==> config.mk <==
export PLATFORM = sky130hd
export DESIGN_NAME = image_filter_top
export DESIGN_NICKNAME = d
export VERILOG_FILES = /design/src/logic/filter_pkg.sv /design/src/logic/channel_lane.sv /design/src/logic/gray_reduce.sv /design/src/logic/image_filter_top.sv /design/src/logic/pixel_capture.sv /design/src/logic/video_output.sv
export VERILOG_INCLUDE_DIRS = /design/src /design/src/logic
export SDC_FILE = /design/constraint.sdc
export NUM_CORES = 1
export LEC_CHECK = 0
export ABC_AREA = 0
export BUFFER_PORTS_ARGS = -buffer_cell sky130_fd_sc_hd__buf_2
export CORE_UTILIZATION = 45
export CTS_CLUSTER_DIAMETER = 80
export DETAILED_ROUTE_END_ITERATION = 8
export GPL_TIMING_DRIVEN = 0
export PLACE_DENSITY = 0.67
export SETUP_SLACK_MARGIN = 0.1
export SYNTH_ARGS = -nofsm -noshare
export SYNTH_HDL_FRONTEND = slang
export SYNTH_SLANG_ARGS = --single-unit
==> constraint.sdc <==
create_clock -name clock -period 9.2 [get_ports clock]
set_clock_uncertainty 0.05 [all_clocks]
set_input_delay 0.92 -clock clock [delete_from_list [all_inputs] [get_ports clock]]
set_output_delay 0.92 -clock clock [all_outputs]
set_load 0.005 [all_outputs]
==> src/logic/filter_consts.svh <==
// image filter constants
// widths, brightness step, clamp ceiling and pipeline depth

`ifndef FILTER_CONSTS_SVH
`define FILTER_CONSTS_SVH

// grey or channel sample
`define FLT_PIX_W 8

// output colour channel
`define FLT_OUT_W 4

// horizontal and vertical counters
`define FLT_POS_W 11

// added by brighten, taken away by darken
`define FLT_BRIGHT_STEP 6

// clamp ceiling for 8-bit results
`define FLT_PIX_MAX 255

// input to output, in clock cycles
`define FLT_LATENCY 4

`endif

==> src/logic/filter_pkg.sv <==
// image filter types
// filter mode codes shared by the pipeline stages

package filter_pkg;

    // codes 7, 9, 11, 12 and 14 are unused and give black
    typedef enum logic [3:0] {
        MODE_PASS       = 4'd0,
        MODE_BRIGHTEN   = 4'd1,
        MODE_DARKEN     = 4'd2,
        MODE_GRAY       = 4'd3,
        MODE_RED_TINT   = 4'd4,
        MODE_BLUE_TINT  = 4'd5,
        MODE_GREEN_TINT = 4'd6,
        // window modes
        MODE_BOX_BLUR   = 4'd8,
        MODE_LAPLACE    = 4'd10,
        MODE_SHARPEN    = 4'd13,
        MODE_GAUSS      = 4'd15
    } filter_mode_t;

endpackage

==> src/logic/channel_lane.sv <==
// channel lane
// 4-bit result for one colour, from its own byte or the shared grey value

`include "filter_consts.svh"

module channel_lane import filter_pkg::*; #(
    // 0 red, 1 green, 2 blue
    parameter int CHANNEL = 0
) (
    input  logic                    clock,
    input  logic                    reset,
    input  filter_mode_t            mode_i,
    input  logic [3*`FLT_PIX_W-1:0] rgb_i,
    input  logic [`FLT_PIX_W-1:0]   gray_i,
    output logic [`FLT_OUT_W-1:0]   chan_o
);

    localparam filter_mode_t TINT_MODE = (CHANNEL == 0) ? MODE_RED_TINT :
                                         (CHANNEL == 1) ? MODE_GREEN_TINT :
                                                          MODE_BLUE_TINT;

    logic [`FLT_PIX_W-1:0] pixel;
    logic [`FLT_PIX_W:0]   bright_sum;
    logic [`FLT_PIX_W-1:0] bright;
    logic [`FLT_PIX_W-1:0] dark;
    logic [`FLT_OUT_W-1:0] chan_next;

    assign pixel = rgb_i[CHANNEL*`FLT_PIX_W +: `FLT_PIX_W];

    // saturating step up and down
    assign bright_sum = {1'b0, pixel} + (`FLT_PIX_W+1)'(`FLT_BRIGHT_STEP);
    assign bright = (bright_sum > (`FLT_PIX_W+1)'(`FLT_PIX_MAX)) ?
                    `FLT_PIX_W'(`FLT_PIX_MAX) : bright_sum[`FLT_PIX_W-1:0];
    assign dark   = (pixel < `FLT_PIX_W'(`FLT_BRIGHT_STEP)) ?
                    '0 : pixel - `FLT_PIX_W'(`FLT_BRIGHT_STEP);

    always_comb begin
        case (mode_i)
            MODE_PASS:     chan_next = pixel[`FLT_PIX_W-1 -: `FLT_OUT_W];
            MODE_BRIGHTEN: chan_next = bright[`FLT_PIX_W-1 -: `FLT_OUT_W];
            MODE_DARKEN:   chan_next = dark[`FLT_PIX_W-1 -: `FLT_OUT_W];
            MODE_RED_TINT, MODE_GREEN_TINT, MODE_BLUE_TINT: begin
                // full scale on the tinted channel only
                chan_next = (mode_i == TINT_MODE) ? '1 : pixel[`FLT_PIX_W-1 -: `FLT_OUT_W];
            end
            MODE_GRAY, MODE_BOX_BLUR, MODE_GAUSS, MODE_LAPLACE, MODE_SHARPEN: begin
                chan_next = gray_i[`FLT_PIX_W-1 -: `FLT_OUT_W];
            end
            default:       chan_next = '0;
        endcase
    end

    always_ff @(posedge clock) begin
        if (reset) begin
            chan_o <= '0;
        end else begin
            chan_o <= chan_next;
        end
    end

endmodule

==> src/logic/gray_reduce.sv <==
// grey reduction
// luma or 3x3 kernel result for the current mode, clamped to 8 bits

`include "filter_consts.svh"

module gray_reduce import filter_pkg::*; (
    input  logic                    clock,
    input  logic                    reset,
    input  filter_mode_t            mode_i,
    input  logic [3*`FLT_PIX_W-1:0] rgb_i,
    input  logic [`FLT_PIX_W-1:0]   gray_c_i,
    input  logic [`FLT_PIX_W-1:0]   gray_n_i,
    input  logic [`FLT_PIX_W-1:0]   gray_s_i,
    input  logic [`FLT_PIX_W-1:0]   gray_e_i,
    input  logic [`FLT_PIX_W-1:0]   gray_w_i,
    input  logic [`FLT_PIX_W-1:0]   gray_ne_i,
    input  logic [`FLT_PIX_W-1:0]   gray_nw_i,
    input  logic [`FLT_PIX_W-1:0]   gray_se_i,
    input  logic [`FLT_PIX_W-1:0]   gray_sw_i,
    output logic [`FLT_PIX_W-1:0]   gray_o
);

    localparam int SUM_W = `FLT_PIX_W + 4;
    localparam int ACC_W = SUM_W + 1;

    logic [`FLT_PIX_W-1:0]   red;
    logic [`FLT_PIX_W-1:0]   green;
    logic [`FLT_PIX_W-1:0]   blue;
    logic [`FLT_PIX_W+1:0]   luma;
    logic [SUM_W-1:0]        sum_orth;
    logic [SUM_W-1:0]        sum_diag;
    logic [SUM_W-1:0]        sum_all;
    logic [SUM_W-1:0]        sum_gauss;
    logic [SUM_W-1:0]        box_avg;
    logic signed [ACC_W-1:0] value;
    logic [`FLT_PIX_W-1:0]   gray_next;

    assign red   = rgb_i[`FLT_PIX_W-1:0];
    assign green = rgb_i[2*`FLT_PIX_W-1:`FLT_PIX_W];
    assign blue  = rgb_i[3*`FLT_PIX_W-1:2*`FLT_PIX_W];

    // shift-sum approximation of 0.28r + 0.56g + 0.09b
    assign luma = (red >> 2) + (red >> 5) + (green >> 1) + (green >> 4)
                + (blue >> 4) + (blue >> 5);

    assign sum_orth  = gray_n_i + gray_s_i + gray_e_i + gray_w_i;
    assign sum_diag  = gray_ne_i + gray_nw_i + gray_se_i + gray_sw_i;
    assign sum_all   = sum_orth + sum_diag + gray_c_i;
    // 1-2-1 / 2-4-2 / 1-2-1
    assign sum_gauss = {gray_c_i, 2'b00} + {sum_orth[SUM_W-2:0], 1'b0} + sum_diag;
    assign box_avg   = sum_all / SUM_W'(9);

    always_comb begin
        case (mode_i)
            MODE_GRAY:     value = $signed({3'b000, luma});
            MODE_BOX_BLUR: value = $signed({1'b0, box_avg});
            MODE_GAUSS:    value = $signed({5'b00000, sum_gauss[SUM_W-1:4]});
            MODE_LAPLACE:  value = $signed({2'b00, gray_c_i, 3'b000})
                                 - $signed({1'b0, sum_orth + sum_diag});
            MODE_SHARPEN:  value = $signed({3'b000, gray_c_i, 2'b00})
                                 + $signed({5'b00000, gray_c_i})
                                 - $signed({1'b0, sum_orth});
            default:       value = '0;
        endcase
    end

    // clamp to 0..255
    always_comb begin
        if (value < 0) begin
            gray_next = '0;
        end else if (value > ACC_W'(`FLT_PIX_MAX)) begin
            gray_next = `FLT_PIX_W'(`FLT_PIX_MAX);
        end else begin
            gray_next = value[`FLT_PIX_W-1:0];
        end
    end

    always_ff @(posedge clock) begin
        if (reset) begin
            gray_o <= '0;
        end else begin
            gray_o <= gray_next;
        end
    end

endmodule

==> src/logic/image_filter_top.sv <==
// image filter top
// four-cycle pixel filter: capture, grey reduction, three lanes, output

`include "filter_consts.svh"

module image_filter_top import filter_pkg::*; (
    input  logic                    clock,
    input  logic                    reset,
    input  logic [3*`FLT_PIX_W-1:0] rgb_i,
    input  logic [`FLT_PIX_W-1:0]   gray_c_i,
    input  logic [`FLT_PIX_W-1:0]   gray_n_i,
    input  logic [`FLT_PIX_W-1:0]   gray_s_i,
    input  logic [`FLT_PIX_W-1:0]   gray_e_i,
    input  logic [`FLT_PIX_W-1:0]   gray_w_i,
    input  logic [`FLT_PIX_W-1:0]   gray_ne_i,
    input  logic [`FLT_PIX_W-1:0]   gray_nw_i,
    input  logic [`FLT_PIX_W-1:0]   gray_se_i,
    input  logic [`FLT_PIX_W-1:0]   gray_sw_i,
    input  filter_mode_t            mode_i,
    input  logic                    blank_n_i,
    input  logic [`FLT_POS_W-1:0]   hcount_i,
    input  logic [`FLT_POS_W-1:0]   vcount_i,
    output logic [`FLT_OUT_W-1:0]   red_o,
    output logic [`FLT_OUT_W-1:0]   green_o,
    output logic [`FLT_OUT_W-1:0]   blue_o,
    output logic [`FLT_POS_W-1:0]   hcount_o,
    output logic [`FLT_POS_W-1:0]   vcount_o
);

    logic [3*`FLT_PIX_W-1:0] rgb_s1;
    logic [`FLT_PIX_W-1:0]   gray_c_s1;
    logic [`FLT_PIX_W-1:0]   gray_n_s1;
    logic [`FLT_PIX_W-1:0]   gray_s_s1;
    logic [`FLT_PIX_W-1:0]   gray_e_s1;
    logic [`FLT_PIX_W-1:0]   gray_w_s1;
    logic [`FLT_PIX_W-1:0]   gray_ne_s1;
    logic [`FLT_PIX_W-1:0]   gray_nw_s1;
    logic [`FLT_PIX_W-1:0]   gray_se_s1;
    logic [`FLT_PIX_W-1:0]   gray_sw_s1;
    filter_mode_t            mode_s1;
    logic [3*`FLT_PIX_W-1:0] rgb_s2;
    filter_mode_t            mode_s2;
    logic                    blank_n_s2;
    logic [`FLT_POS_W-1:0]   hcount_s2;
    logic [`FLT_POS_W-1:0]   vcount_s2;
    logic [`FLT_PIX_W-1:0]   gray_s2;
    logic [`FLT_OUT_W-1:0]   lane_chan [3];

    pixel_capture u_pixel_capture (
        .clock        (clock),
        .reset        (reset),
        .rgb_i        (rgb_i),
        .gray_c_i     (gray_c_i),
        .gray_n_i     (gray_n_i),
        .gray_s_i     (gray_s_i),
        .gray_e_i     (gray_e_i),
        .gray_w_i     (gray_w_i),
        .gray_ne_i    (gray_ne_i),
        .gray_nw_i    (gray_nw_i),
        .gray_se_i    (gray_se_i),
        .gray_sw_i    (gray_sw_i),
        .mode_i       (mode_i),
        .blank_n_i    (blank_n_i),
        .hcount_i     (hcount_i),
        .vcount_i     (vcount_i),
        .rgb_s1_o     (rgb_s1),
        .gray_c_s1_o  (gray_c_s1),
        .gray_n_s1_o  (gray_n_s1),
        .gray_s_s1_o  (gray_s_s1),
        .gray_e_s1_o  (gray_e_s1),
        .gray_w_s1_o  (gray_w_s1),
        .gray_ne_s1_o (gray_ne_s1),
        .gray_nw_s1_o (gray_nw_s1),
        .gray_se_s1_o (gray_se_s1),
        .gray_sw_s1_o (gray_sw_s1),
        .mode_s1_o    (mode_s1),
        .rgb_s2_o     (rgb_s2),
        .mode_s2_o    (mode_s2),
        .blank_n_s2_o (blank_n_s2),
        .hcount_s2_o  (hcount_s2),
        .vcount_s2_o  (vcount_s2)
    );

    gray_reduce u_gray_reduce (
        .clock     (clock),
        .reset     (reset),
        .mode_i    (mode_s1),
        .rgb_i     (rgb_s1),
        .gray_c_i  (gray_c_s1),
        .gray_n_i  (gray_n_s1),
        .gray_s_i  (gray_s_s1),
        .gray_e_i  (gray_e_s1),
        .gray_w_i  (gray_w_s1),
        .gray_ne_i (gray_ne_s1),
        .gray_nw_i (gray_nw_s1),
        .gray_se_i (gray_se_s1),
        .gray_sw_i (gray_sw_s1),
        .gray_o    (gray_s2)
    );

    // one lane per colour, red first
    for (genvar ch = 0; ch < 3; ch++) begin : g_lane
        channel_lane #(
            .CHANNEL (ch)
        ) u_channel_lane (
            .clock  (clock),
            .reset  (reset),
            .mode_i (mode_s2),
            .rgb_i  (rgb_s2),
            .gray_i (gray_s2),
            .chan_o (lane_chan[ch])
        );
    end

    video_output u_video_output (
        .clock     (clock),
        .reset     (reset),
        .red_i     (lane_chan[0]),
        .green_i   (lane_chan[1]),
        .blue_i    (lane_chan[2]),
        .blank_n_i (blank_n_s2),
        .hcount_i  (hcount_s2),
        .vcount_i  (vcount_s2),
        .red_o     (red_o),
        .green_o   (green_o),
        .blue_o    (blue_o),
        .hcount_o  (hcount_o),
        .vcount_o  (vcount_o)
    );

endmodule

==> src/logic/pixel_capture.sv <==
// pixel capture
// input register plus a second stage that keeps channels, mode and timing
// in step with the grey path

`include "filter_consts.svh"

module pixel_capture import filter_pkg::*; (
    input  logic                      clock,
    input  logic                      reset,
    input  logic [3*`FLT_PIX_W-1:0]   rgb_i,
    input  logic [`FLT_PIX_W-1:0]     gray_c_i,
    input  logic [`FLT_PIX_W-1:0]     gray_n_i,
    input  logic [`FLT_PIX_W-1:0]     gray_s_i,
    input  logic [`FLT_PIX_W-1:0]     gray_e_i,
    input  logic [`FLT_PIX_W-1:0]     gray_w_i,
    input  logic [`FLT_PIX_W-1:0]     gray_ne_i,
    input  logic [`FLT_PIX_W-1:0]     gray_nw_i,
    input  logic [`FLT_PIX_W-1:0]     gray_se_i,
    input  logic [`FLT_PIX_W-1:0]     gray_sw_i,
    input  filter_mode_t              mode_i,
    input  logic                      blank_n_i,
    input  logic [`FLT_POS_W-1:0]     hcount_i,
    input  logic [`FLT_POS_W-1:0]     vcount_i,
    output logic [3*`FLT_PIX_W-1:0]   rgb_s1_o,
    output logic [`FLT_PIX_W-1:0]     gray_c_s1_o,
    output logic [`FLT_PIX_W-1:0]     gray_n_s1_o,
    output logic [`FLT_PIX_W-1:0]     gray_s_s1_o,
    output logic [`FLT_PIX_W-1:0]     gray_e_s1_o,
    output logic [`FLT_PIX_W-1:0]     gray_w_s1_o,
    output logic [`FLT_PIX_W-1:0]     gray_ne_s1_o,
    output logic [`FLT_PIX_W-1:0]     gray_nw_s1_o,
    output logic [`FLT_PIX_W-1:0]     gray_se_s1_o,
    output logic [`FLT_PIX_W-1:0]     gray_sw_s1_o,
    output filter_mode_t              mode_s1_o,
    output logic [3*`FLT_PIX_W-1:0]   rgb_s2_o,
    output filter_mode_t              mode_s2_o,
    output logic                      blank_n_s2_o,
    output logic [`FLT_POS_W-1:0]     hcount_s2_o,
    output logic [`FLT_POS_W-1:0]     vcount_s2_o
);

    logic                  blank_n_s1;
    logic [`FLT_POS_W-1:0] hcount_s1;
    logic [`FLT_POS_W-1:0] vcount_s1;

    // first stage, everything as sampled
    always_ff @(posedge clock) begin
        if (reset) begin
            rgb_s1_o     <= '0;
            gray_c_s1_o  <= '0;
            gray_n_s1_o  <= '0;
            gray_s_s1_o  <= '0;
            gray_e_s1_o  <= '0;
            gray_w_s1_o  <= '0;
            gray_ne_s1_o <= '0;
            gray_nw_s1_o <= '0;
            gray_se_s1_o <= '0;
            gray_sw_s1_o <= '0;
            mode_s1_o    <= MODE_PASS;
            blank_n_s1   <= 1'b0;
            hcount_s1    <= '0;
            vcount_s1    <= '0;
        end else begin
            rgb_s1_o     <= rgb_i;
            gray_c_s1_o  <= gray_c_i;
            gray_n_s1_o  <= gray_n_i;
            gray_s_s1_o  <= gray_s_i;
            gray_e_s1_o  <= gray_e_i;
            gray_w_s1_o  <= gray_w_i;
            gray_ne_s1_o <= gray_ne_i;
            gray_nw_s1_o <= gray_nw_i;
            gray_se_s1_o <= gray_se_i;
            gray_sw_s1_o <= gray_sw_i;
            mode_s1_o    <= mode_i;
            blank_n_s1   <= blank_n_i;
            hcount_s1    <= hcount_i;
            vcount_s1    <= vcount_i;
        end
    end

    // second stage, window not needed past the grey reduction
    always_ff @(posedge clock) begin
        if (reset) begin
            rgb_s2_o     <= '0;
            mode_s2_o    <= MODE_PASS;
            blank_n_s2_o <= 1'b0;
            hcount_s2_o  <= '0;
            vcount_s2_o  <= '0;
        end else begin
            rgb_s2_o     <= rgb_s1_o;
            mode_s2_o    <= mode_s1_o;
            blank_n_s2_o <= blank_n_s1;
            hcount_s2_o  <= hcount_s1;
            vcount_s2_o  <= vcount_s1;
        end
    end

endmodule

==> src/logic/video_output.sv <==
// video output stage
// lines blanking and position up with the lane results, blanks to black

`include "filter_consts.svh"

module video_output (
    input  logic                  clock,
    input  logic                  reset,
    input  logic [`FLT_OUT_W-1:0] red_i,
    input  logic [`FLT_OUT_W-1:0] green_i,
    input  logic [`FLT_OUT_W-1:0] blue_i,
    input  logic                  blank_n_i,
    input  logic [`FLT_POS_W-1:0] hcount_i,
    input  logic [`FLT_POS_W-1:0] vcount_i,
    output logic [`FLT_OUT_W-1:0] red_o,
    output logic [`FLT_OUT_W-1:0] green_o,
    output logic [`FLT_OUT_W-1:0] blue_o,
    output logic [`FLT_POS_W-1:0] hcount_o,
    output logic [`FLT_POS_W-1:0] vcount_o
);

    logic                  blank_n_d;
    logic [`FLT_POS_W-1:0] hcount_d;
    logic [`FLT_POS_W-1:0] vcount_d;

    // matches the lane register
    always_ff @(posedge clock) begin
        if (reset) begin
            blank_n_d <= 1'b0;
            hcount_d  <= '0;
            vcount_d  <= '0;
        end else begin
            blank_n_d <= blank_n_i;
            hcount_d  <= hcount_i;
            vcount_d  <= vcount_i;
        end
    end

    always_ff @(posedge clock) begin
        if (reset) begin
            red_o    <= '0;
            green_o  <= '0;
            blue_o   <= '0;
            hcount_o <= '0;
            vcount_o <= '0;
        end else begin
            red_o    <= blank_n_d ? red_i : '0;
            green_o  <= blank_n_d ? green_i : '0;
            blue_o   <= blank_n_d ? blue_i : '0;
            // counters run through even while blanked
            hcount_o <= hcount_d;
            vcount_o <= vcount_d;
        end
    end

endmodule

# Word-level counts from Yosys, hierarchy flattened
# Index checks and enable logic that the tools add are counted.
# word_totals
regBits	251
in_bits	125
out_inout_bits	34
# classes
add_sub_neg	24
div	1
n_mux	14
eq_ne	15
order_cmp	8
reduce_logical	5
bitwise	1
# op_table
cell	n
13-bit case mux with 5 select lines	1
12-bit by 8-bit adder with 12-bit output	5
4-bit case mux with 5 select lines	3
8-bit two-way mux	7
4-bit equality test (second input constant)	8
8-bit by 3-bit adder with 9-bit output (second input constant)	3
9-bit by 8-bit > comparator with 1-bit output (second input constant)	3
12-bit adder	2
8-bit by 3-bit < comparator with 1-bit output (second input constant)	3
8-bit by 3-bit subtractor with 8-bit output (second input constant)	3
10-bit by 4-bit adder with 10-bit output	2
8-bit by 8-bit adder with 9-bit output	2
13-bit by 9-bit > comparator with 1-bit output (second input constant)	1
13-bit by 1-bit < comparator with 1-bit output (second input constant)	1
11-bit by 12-bit subtractor with 13-bit output	1
13-bit subtractor	1
10-bit by 12-bit adder with 12-bit output	1
12-bit by 4-bit divider with 12-bit output (second input constant)	1
4-bit by 2-bit equality test with 1-bit output (second input constant)	3
4-bit by 3-bit equality test with 1-bit output (second input constant)	3
4-bit two-way mux	3
10-bit by 8-bit adder with 11-bit output	1
10-bit by 3-bit adder with 10-bit output	1
10-bit by 7-bit adder with 10-bit output	1
other kinds (7)	8

# Logic depth before layout (Yosys ltp)
# logic_depth
ltp_word	9
mapped_depth	33
ltp_nobuf	33

# Hierarchy
# From an unflattened synthesis, not the netlist that was laid out.
# hier_totals
cells_unflattened	1572
area_unflattened_um2	14910.6
# by_module_without_submodules
module	cells_per_inst	area_per_inst_um2	n_inst
gray_reduce	842	6857.8	1
pixel_capture	367	4665.7	1
video_output	121	1582.8	1
channel_lane (g_lane[0].u_channel_lane)	83	625.6	1
channel_lane (g_lane[1].u_channel_lane)	79	589.3	1
channel_lane (g_lane[2].u_channel_lane)	80	589.3	1

# Least setup slack after synthesis
# Ideal clock, no wire load.
# synth_path
path_type	register to register
start	register u_pixel_capture.gray_n_s1_o[0]
end	register u_gray_reduce.gray_o[4]
setup_slack_ns	2.022
setup_ns	0.142
period_less_slack_ns	7.178
stages_incl_launch_ff	31
path_buffers	0
arrival_ns	6.986
path_cell_list	dfxtp_1 ha_1 inv_1 fa_1 fa_1 inv_1 ha_1 fa_1 xor2_1 ha_1 o21a_1 o31a_1 o21a_1 or3_1 nand2_1 xnor2_1 ha_1 o21a_1 nor2_1 o31ai_1 nor2_1 a311o_1 a211oi_1 o21ai_0 a2111oi_0 nor4_2 a31oi_1 xnor2_1 o21ai_0 nand2_1 a31oi_1
# synth_between
elab_chain_cells	9
# synth_lines
item	line_no	text
start: declaration	pixel_capture.sv:26	output logic [`FLT_PIX_W-1:0] gray_n_s1_o,
start signal: assignment	pixel_capture.sv:66	gray_n_s1_o <= gray_n_i;
8-bit by 8-bit adder with 9-bit output (*)	gray_reduce.sv:46	assign sum_orth = gray_n_i + gray_s_i + gray_e_i + gray_w_i;
12-bit by 8-bit adder with 12-bit output (*) (2 in series)	gray_reduce.sv:46	
12-bit adder	gray_reduce.sv:48, gray_reduce.sv:59	
12-bit by 8-bit adder with 12-bit output	gray_reduce.sv:48	assign sum_all = sum_orth + sum_diag + gray_c_i;
12-bit by 4-bit divider with 12-bit output	gray_reduce.sv:51	assign box_avg = sum_all / SUM_W'(9);
13-bit case mux with 5 select lines (*)	gray_reduce.sv:54	case (mode_i)
13-bit by 9-bit > comparator with 1-bit output / 13-bit by 1-bit < comparator with 1-bit output (equally long branches)	gray_reduce.sv:71, gray_reduce.sv:69	
8-bit two-way mux / 2-bit OR reduction (equally long branches)	-	
end signal: assignment	gray_reduce.sv:82	gray_o <= gray_next;
end: declaration	gray_reduce.sv:20	output logic [`FLT_PIX_W-1:0] gray_o
# Mark *: on every way between the ends. The rest lies on a longest branch, timed or not.
# A chain may end at the register's enable or synchronous reset.

# Worst setup path after layout
# layout_path
start	register u_pixel_capture.gray_ne_s1_o[0]
end	register u_gray_reduce.gray_o[4]
# layout_between
elab_chain_cells	9
# layout_lines
item	line_no	text
start: declaration	pixel_capture.sv:30	output logic [`FLT_PIX_W-1:0] gray_ne_s1_o,
start signal: assignment	pixel_capture.sv:70	gray_ne_s1_o <= gray_ne_i;
8-bit by 8-bit adder with 9-bit output (*)	gray_reduce.sv:47	assign sum_diag = gray_ne_i + gray_nw_i + gray_se_i + gray_sw_i;
12-bit by 8-bit adder with 12-bit output (*) (2 in series)	gray_reduce.sv:47	
12-bit adder	gray_reduce.sv:48, gray_reduce.sv:59	
12-bit by 8-bit adder with 12-bit output	gray_reduce.sv:48	
12-bit by 4-bit divider with 12-bit output	gray_reduce.sv:51	
13-bit case mux with 5 select lines (*)	gray_reduce.sv:54	
13-bit by 9-bit > comparator with 1-bit output / 13-bit by 1-bit < comparator with 1-bit output (equally long branches)	gray_reduce.sv:71, gray_reduce.sv:69	
8-bit two-way mux / 2-bit OR reduction (equally long branches)	-	
# Marked as above.

==> results by group <==
Drt
  – Routed len/inst: 14.3 um
  – DRT Pass-1 Iters: 5
  – Iteration-0 DRC Markers: 462
  – DRC viols: 0
  – Routed wire length: 29.6 mm
  – Routed Antenna Nets: 0
  – Routed via count: 10,299
  – Via density per instance: 4.98

Floorplanning
  – Initial core utilization: 0.457
  – Row cnt: 63
  – I/O pin count: 159
  – Die area: 30,800 um^2
  – Core footprint: 29,600 um^2
  – Die Height: 175 um
  – Die width: 175 um

GRT
  – Vias in the first global route: 10,167
  – Initial antenna violation count: 3
  – Largest net degree at the start of global routing: 15
  – Gr usage total: 0.194
  – First-pass GRT wire length: 48.6 mm
  – Grt total ovfl: 0

Outcome
  – Status: completed

Placed design
  – Number of I/O port buffers: 157
  – Placed Area: 14,800 um^2
  – GP Congestion: 0.900
  – Post-placement cell count: 2,019
  – Hpwl dp: 23.7 mm

Worst setup path
  – Crit Path Max Fanout: 9
  – Worst setup SP type: flip-flop
  – CP Data Required Time: 9.62 ns
  – Crit-path slowest cell: xnor2_1
  – Critical path start-end classification: flip-flop to flip-flop
  – Critical path endpoint category: flip-flop
  – Crit-path max cell delay: 0.73 ns
  – Crit path arrival time: 8.76 ns

Cells and area
  – Multi-input logic area: 7830 um^2
  – Commonest non-fill, non-tap cells in the layout: dfxtp_1, nor2b_1, buf_2, inv_1, ha_1
  – Sequential cell area: 4900 um^2
  – Final #Nets: 1,934
  – Finished Layout Cells: 2,070
  – Layout cells sized above 1: 0.143
  – Area Overhead vs Synth: 16.0%
  – Post-route cell area: 15,700 um^2
  – Commonest non-fill, non-tap cell in the layout: dfxtp_1
  – Fill cells: 2,795

STA
  – Tmin final: 8.33 ns
  – RSZ-0062 raised after global routing: no
  – Setup TNS: 0 ns
  – F_max: 0.120 GHz
  – Hold Vio Cnt, Final: 0
  – Setup-failing EPs final: 0
  – Slew @ Worst Pin: 1.09 ns
  – Fin crit share: 0.905
  – Pins Over Slew Limit: 0
  – Relative slew slack: 0.265

Hold path
  – Min-delay worst type: flip-flop to flip-flop

Flow run
  – Max cap viols: 0

Clock tree
  – Clock-pin slew on the worst setup and hold paths: 0.06 ns
  – CTS Sinks: 245
  – TritonCTS buffer count: 27
  – TritonCTS clock tree: yes
  – Clk root buf: clkbuf_16
  – Max clock buf depth: 3
  – Post-cts sizing count: 0
  – CTS H-tree depth: 1
  – Clock Latency Late Sink: 0.55 ns
  – Postcts setup bufs: 0
  – Hold-fix buffers, CTS: 0

Yosys
  – Top-area cell type share of the netlist area: 0.362
  – Number of synthesized flops with an enable pin: 0
  – Post-synth top area cell: dfxtp_1
  – Top_reg_cell synth: dfxtp_1
  – Async S/R FF share, synth: 0
  – Gate Count Post-Synth: 1,472
  – Yosys cell types: 81
  – Post-Syn Area: 13,500 um^2
  – Mapped Nets: 1,747
  – Synth area leaders: dfxtp_1, nor2b_1, ha_1
  – Syn_area_per_cell: 9.20 um^2
  – YS warnings: 0
  – Synth Register Bits: 245
  – Post-synthesis sequential area ratio: 0.362

Power and ir drop
  – Leakage power: 7.14 nW
  – PwrDens: 343 nW/um^2
  – Worst vdd ir: 0.000284 V
stage by stage:
stage | power [mW] | hold slack, ns | setup slack (ns) | util
after detailed placement | 4.32 | 0.362 | 0.539 | 0.500
final | 5.39 | 0.374 | 0.869 | 0.530
after global placement | 4.28 | 0.357 | 0.562 | 0.500
after floorplan | 3.58 | 0.356 | 2.02 | -
after global routing | 5.80 | 0.387 | 0.233 | 0.530
after CTS | 5.40 | 0.374 | 0.513 | 0.530
cell usage after synthesis, types with 4 or more instances:
library cell,n
or3_1,7
a21boi_0,4
nor2_1,68
clkbuf_1,48
a22oi_1,9
o31ai_1,4
xor2_1,28
nand3_1,27
and2_1,15
o221a_2,6
xnor2_1,60
o21a_1,14
a31oi_1,12
inv_1,158
nor4_1,4
a221oi_1,5
or2_2,4
nor3_1,23
and3_1,10
nor2b_1,225
dfxtp_1,245
maj3_1,7
o211ai_1,4
nand2_1,47
a21oi_1,73
a21o_1,37
o21ai_0,55
nand3b_1,5
ha_1,106
nand4_1,5
nand2b_1,9
o22ai_1,4
o21bai_1,11
a211oi_1,7
a2bb2oi_1,4
fa_1,44
final timing paths:
kind	from	slack, ns	end	cells past startpoint
max	u_pixel_capture.gray_ne_s1_o[0]	0.87	u_gray_reduce.gray_o[4]	31
min	u_pixel_capture.hcount_s1[4]	0.37	u_pixel_capture.hcount_s2_o[4]	1
min reg2reg	u_pixel_capture.hcount_s1[4]	0.37	u_pixel_capture.hcount_s2_o[4]	1
max reg2reg	u_pixel_capture.gray_ne_s1_o[0]	0.87	u_gray_reduce.gray_o[4]	31
report_power, final:
group | switching (mW) | internal, mW | leakage (nW)
clock network | 0.433 | 0.627 | 0.428
logic | 1.93 | 1.27 | 4.69
registers | 0.0229 | 1.11 | 2.02
total | 2.39 | 3.00 | 7.14
state kept, by name, summed over array words and instances, names as in the netlist, 11 cells and up:
signal / count
u_pixel_capture.vcount_s1: 11
u_pixel_capture.rgb_s2_o: 23
u_video_output.hcount_o: 11
u_pixel_capture.hcount_s2_o: 11
u_pixel_capture.vcount_s2_o: 11
u_video_output.hcount_d: 11
u_video_output.vcount_d: 11
u_pixel_capture.rgb_s1_o: 23
g_lane.u_channel_lane.chan_o: 12
u_pixel_capture.hcount_s1: 11
u_video_output.vcount_o: 11
area by class of cell:
| type | count | area share |
|---|---|---|
| clock buffer | 37 | 0.0473 |
| sequential | 245 | 0.312 |
| inverter | 161 | 0.0385 |
| multi-input combinational | 1012 | 0.498 |
| buffer | 54 | 0.0135 |
| tap | 390 | 0.0311 |
| clock inverter | 10 | 0.00892 |
| antenna | 3 | 0.000478 |
| timing repair buffer | 158 | 0.0503 |
kinds of logic (layout without fill, tap and decap cells):
family | Yosys count | after routing | synth area share
and+or+nand+nor | 461 | 461 | 0.191
DFF | 245 | 245 | 0.362
AOI/OAI and AO/OA | 298 | 298 | 0.153
adders and majority gates | 159 | 159 | 0.170
muxes | 3 | 3 | 0.00231
xor gates and xnor gates | 91 | 91 | 0.0622
buffers and inverters | 215 | 420 | 0.0602
other | 0 | 3 | 0
metal layers:
metal | up-vias | global-route usage | share of wire
li1 | 5290 | - | -
met1 | 4711 | 0.248 | 0.45
met2 | 247 | 0.342 | 0.48
met3 | 51 | 0.0253 | 0.047
met4 | 0 | 0.0536 | 0.023
met5 | - | 0 | 0
worst max-delay path: cells and delay by family, from the launching register on:
kind | cells | cell delay [ns]
and+or+nand+nor | 8 | 1.84
buffers and inverters | 2 | 0.12
xor gates and xnor gates | 5 | 1.60
adders and majority gates | 6 | 1.96
DFF | 1 | 0.32
AOI/OAI and AO/OA | 10 | 2.39
Power figures use the tool's default switching activity.
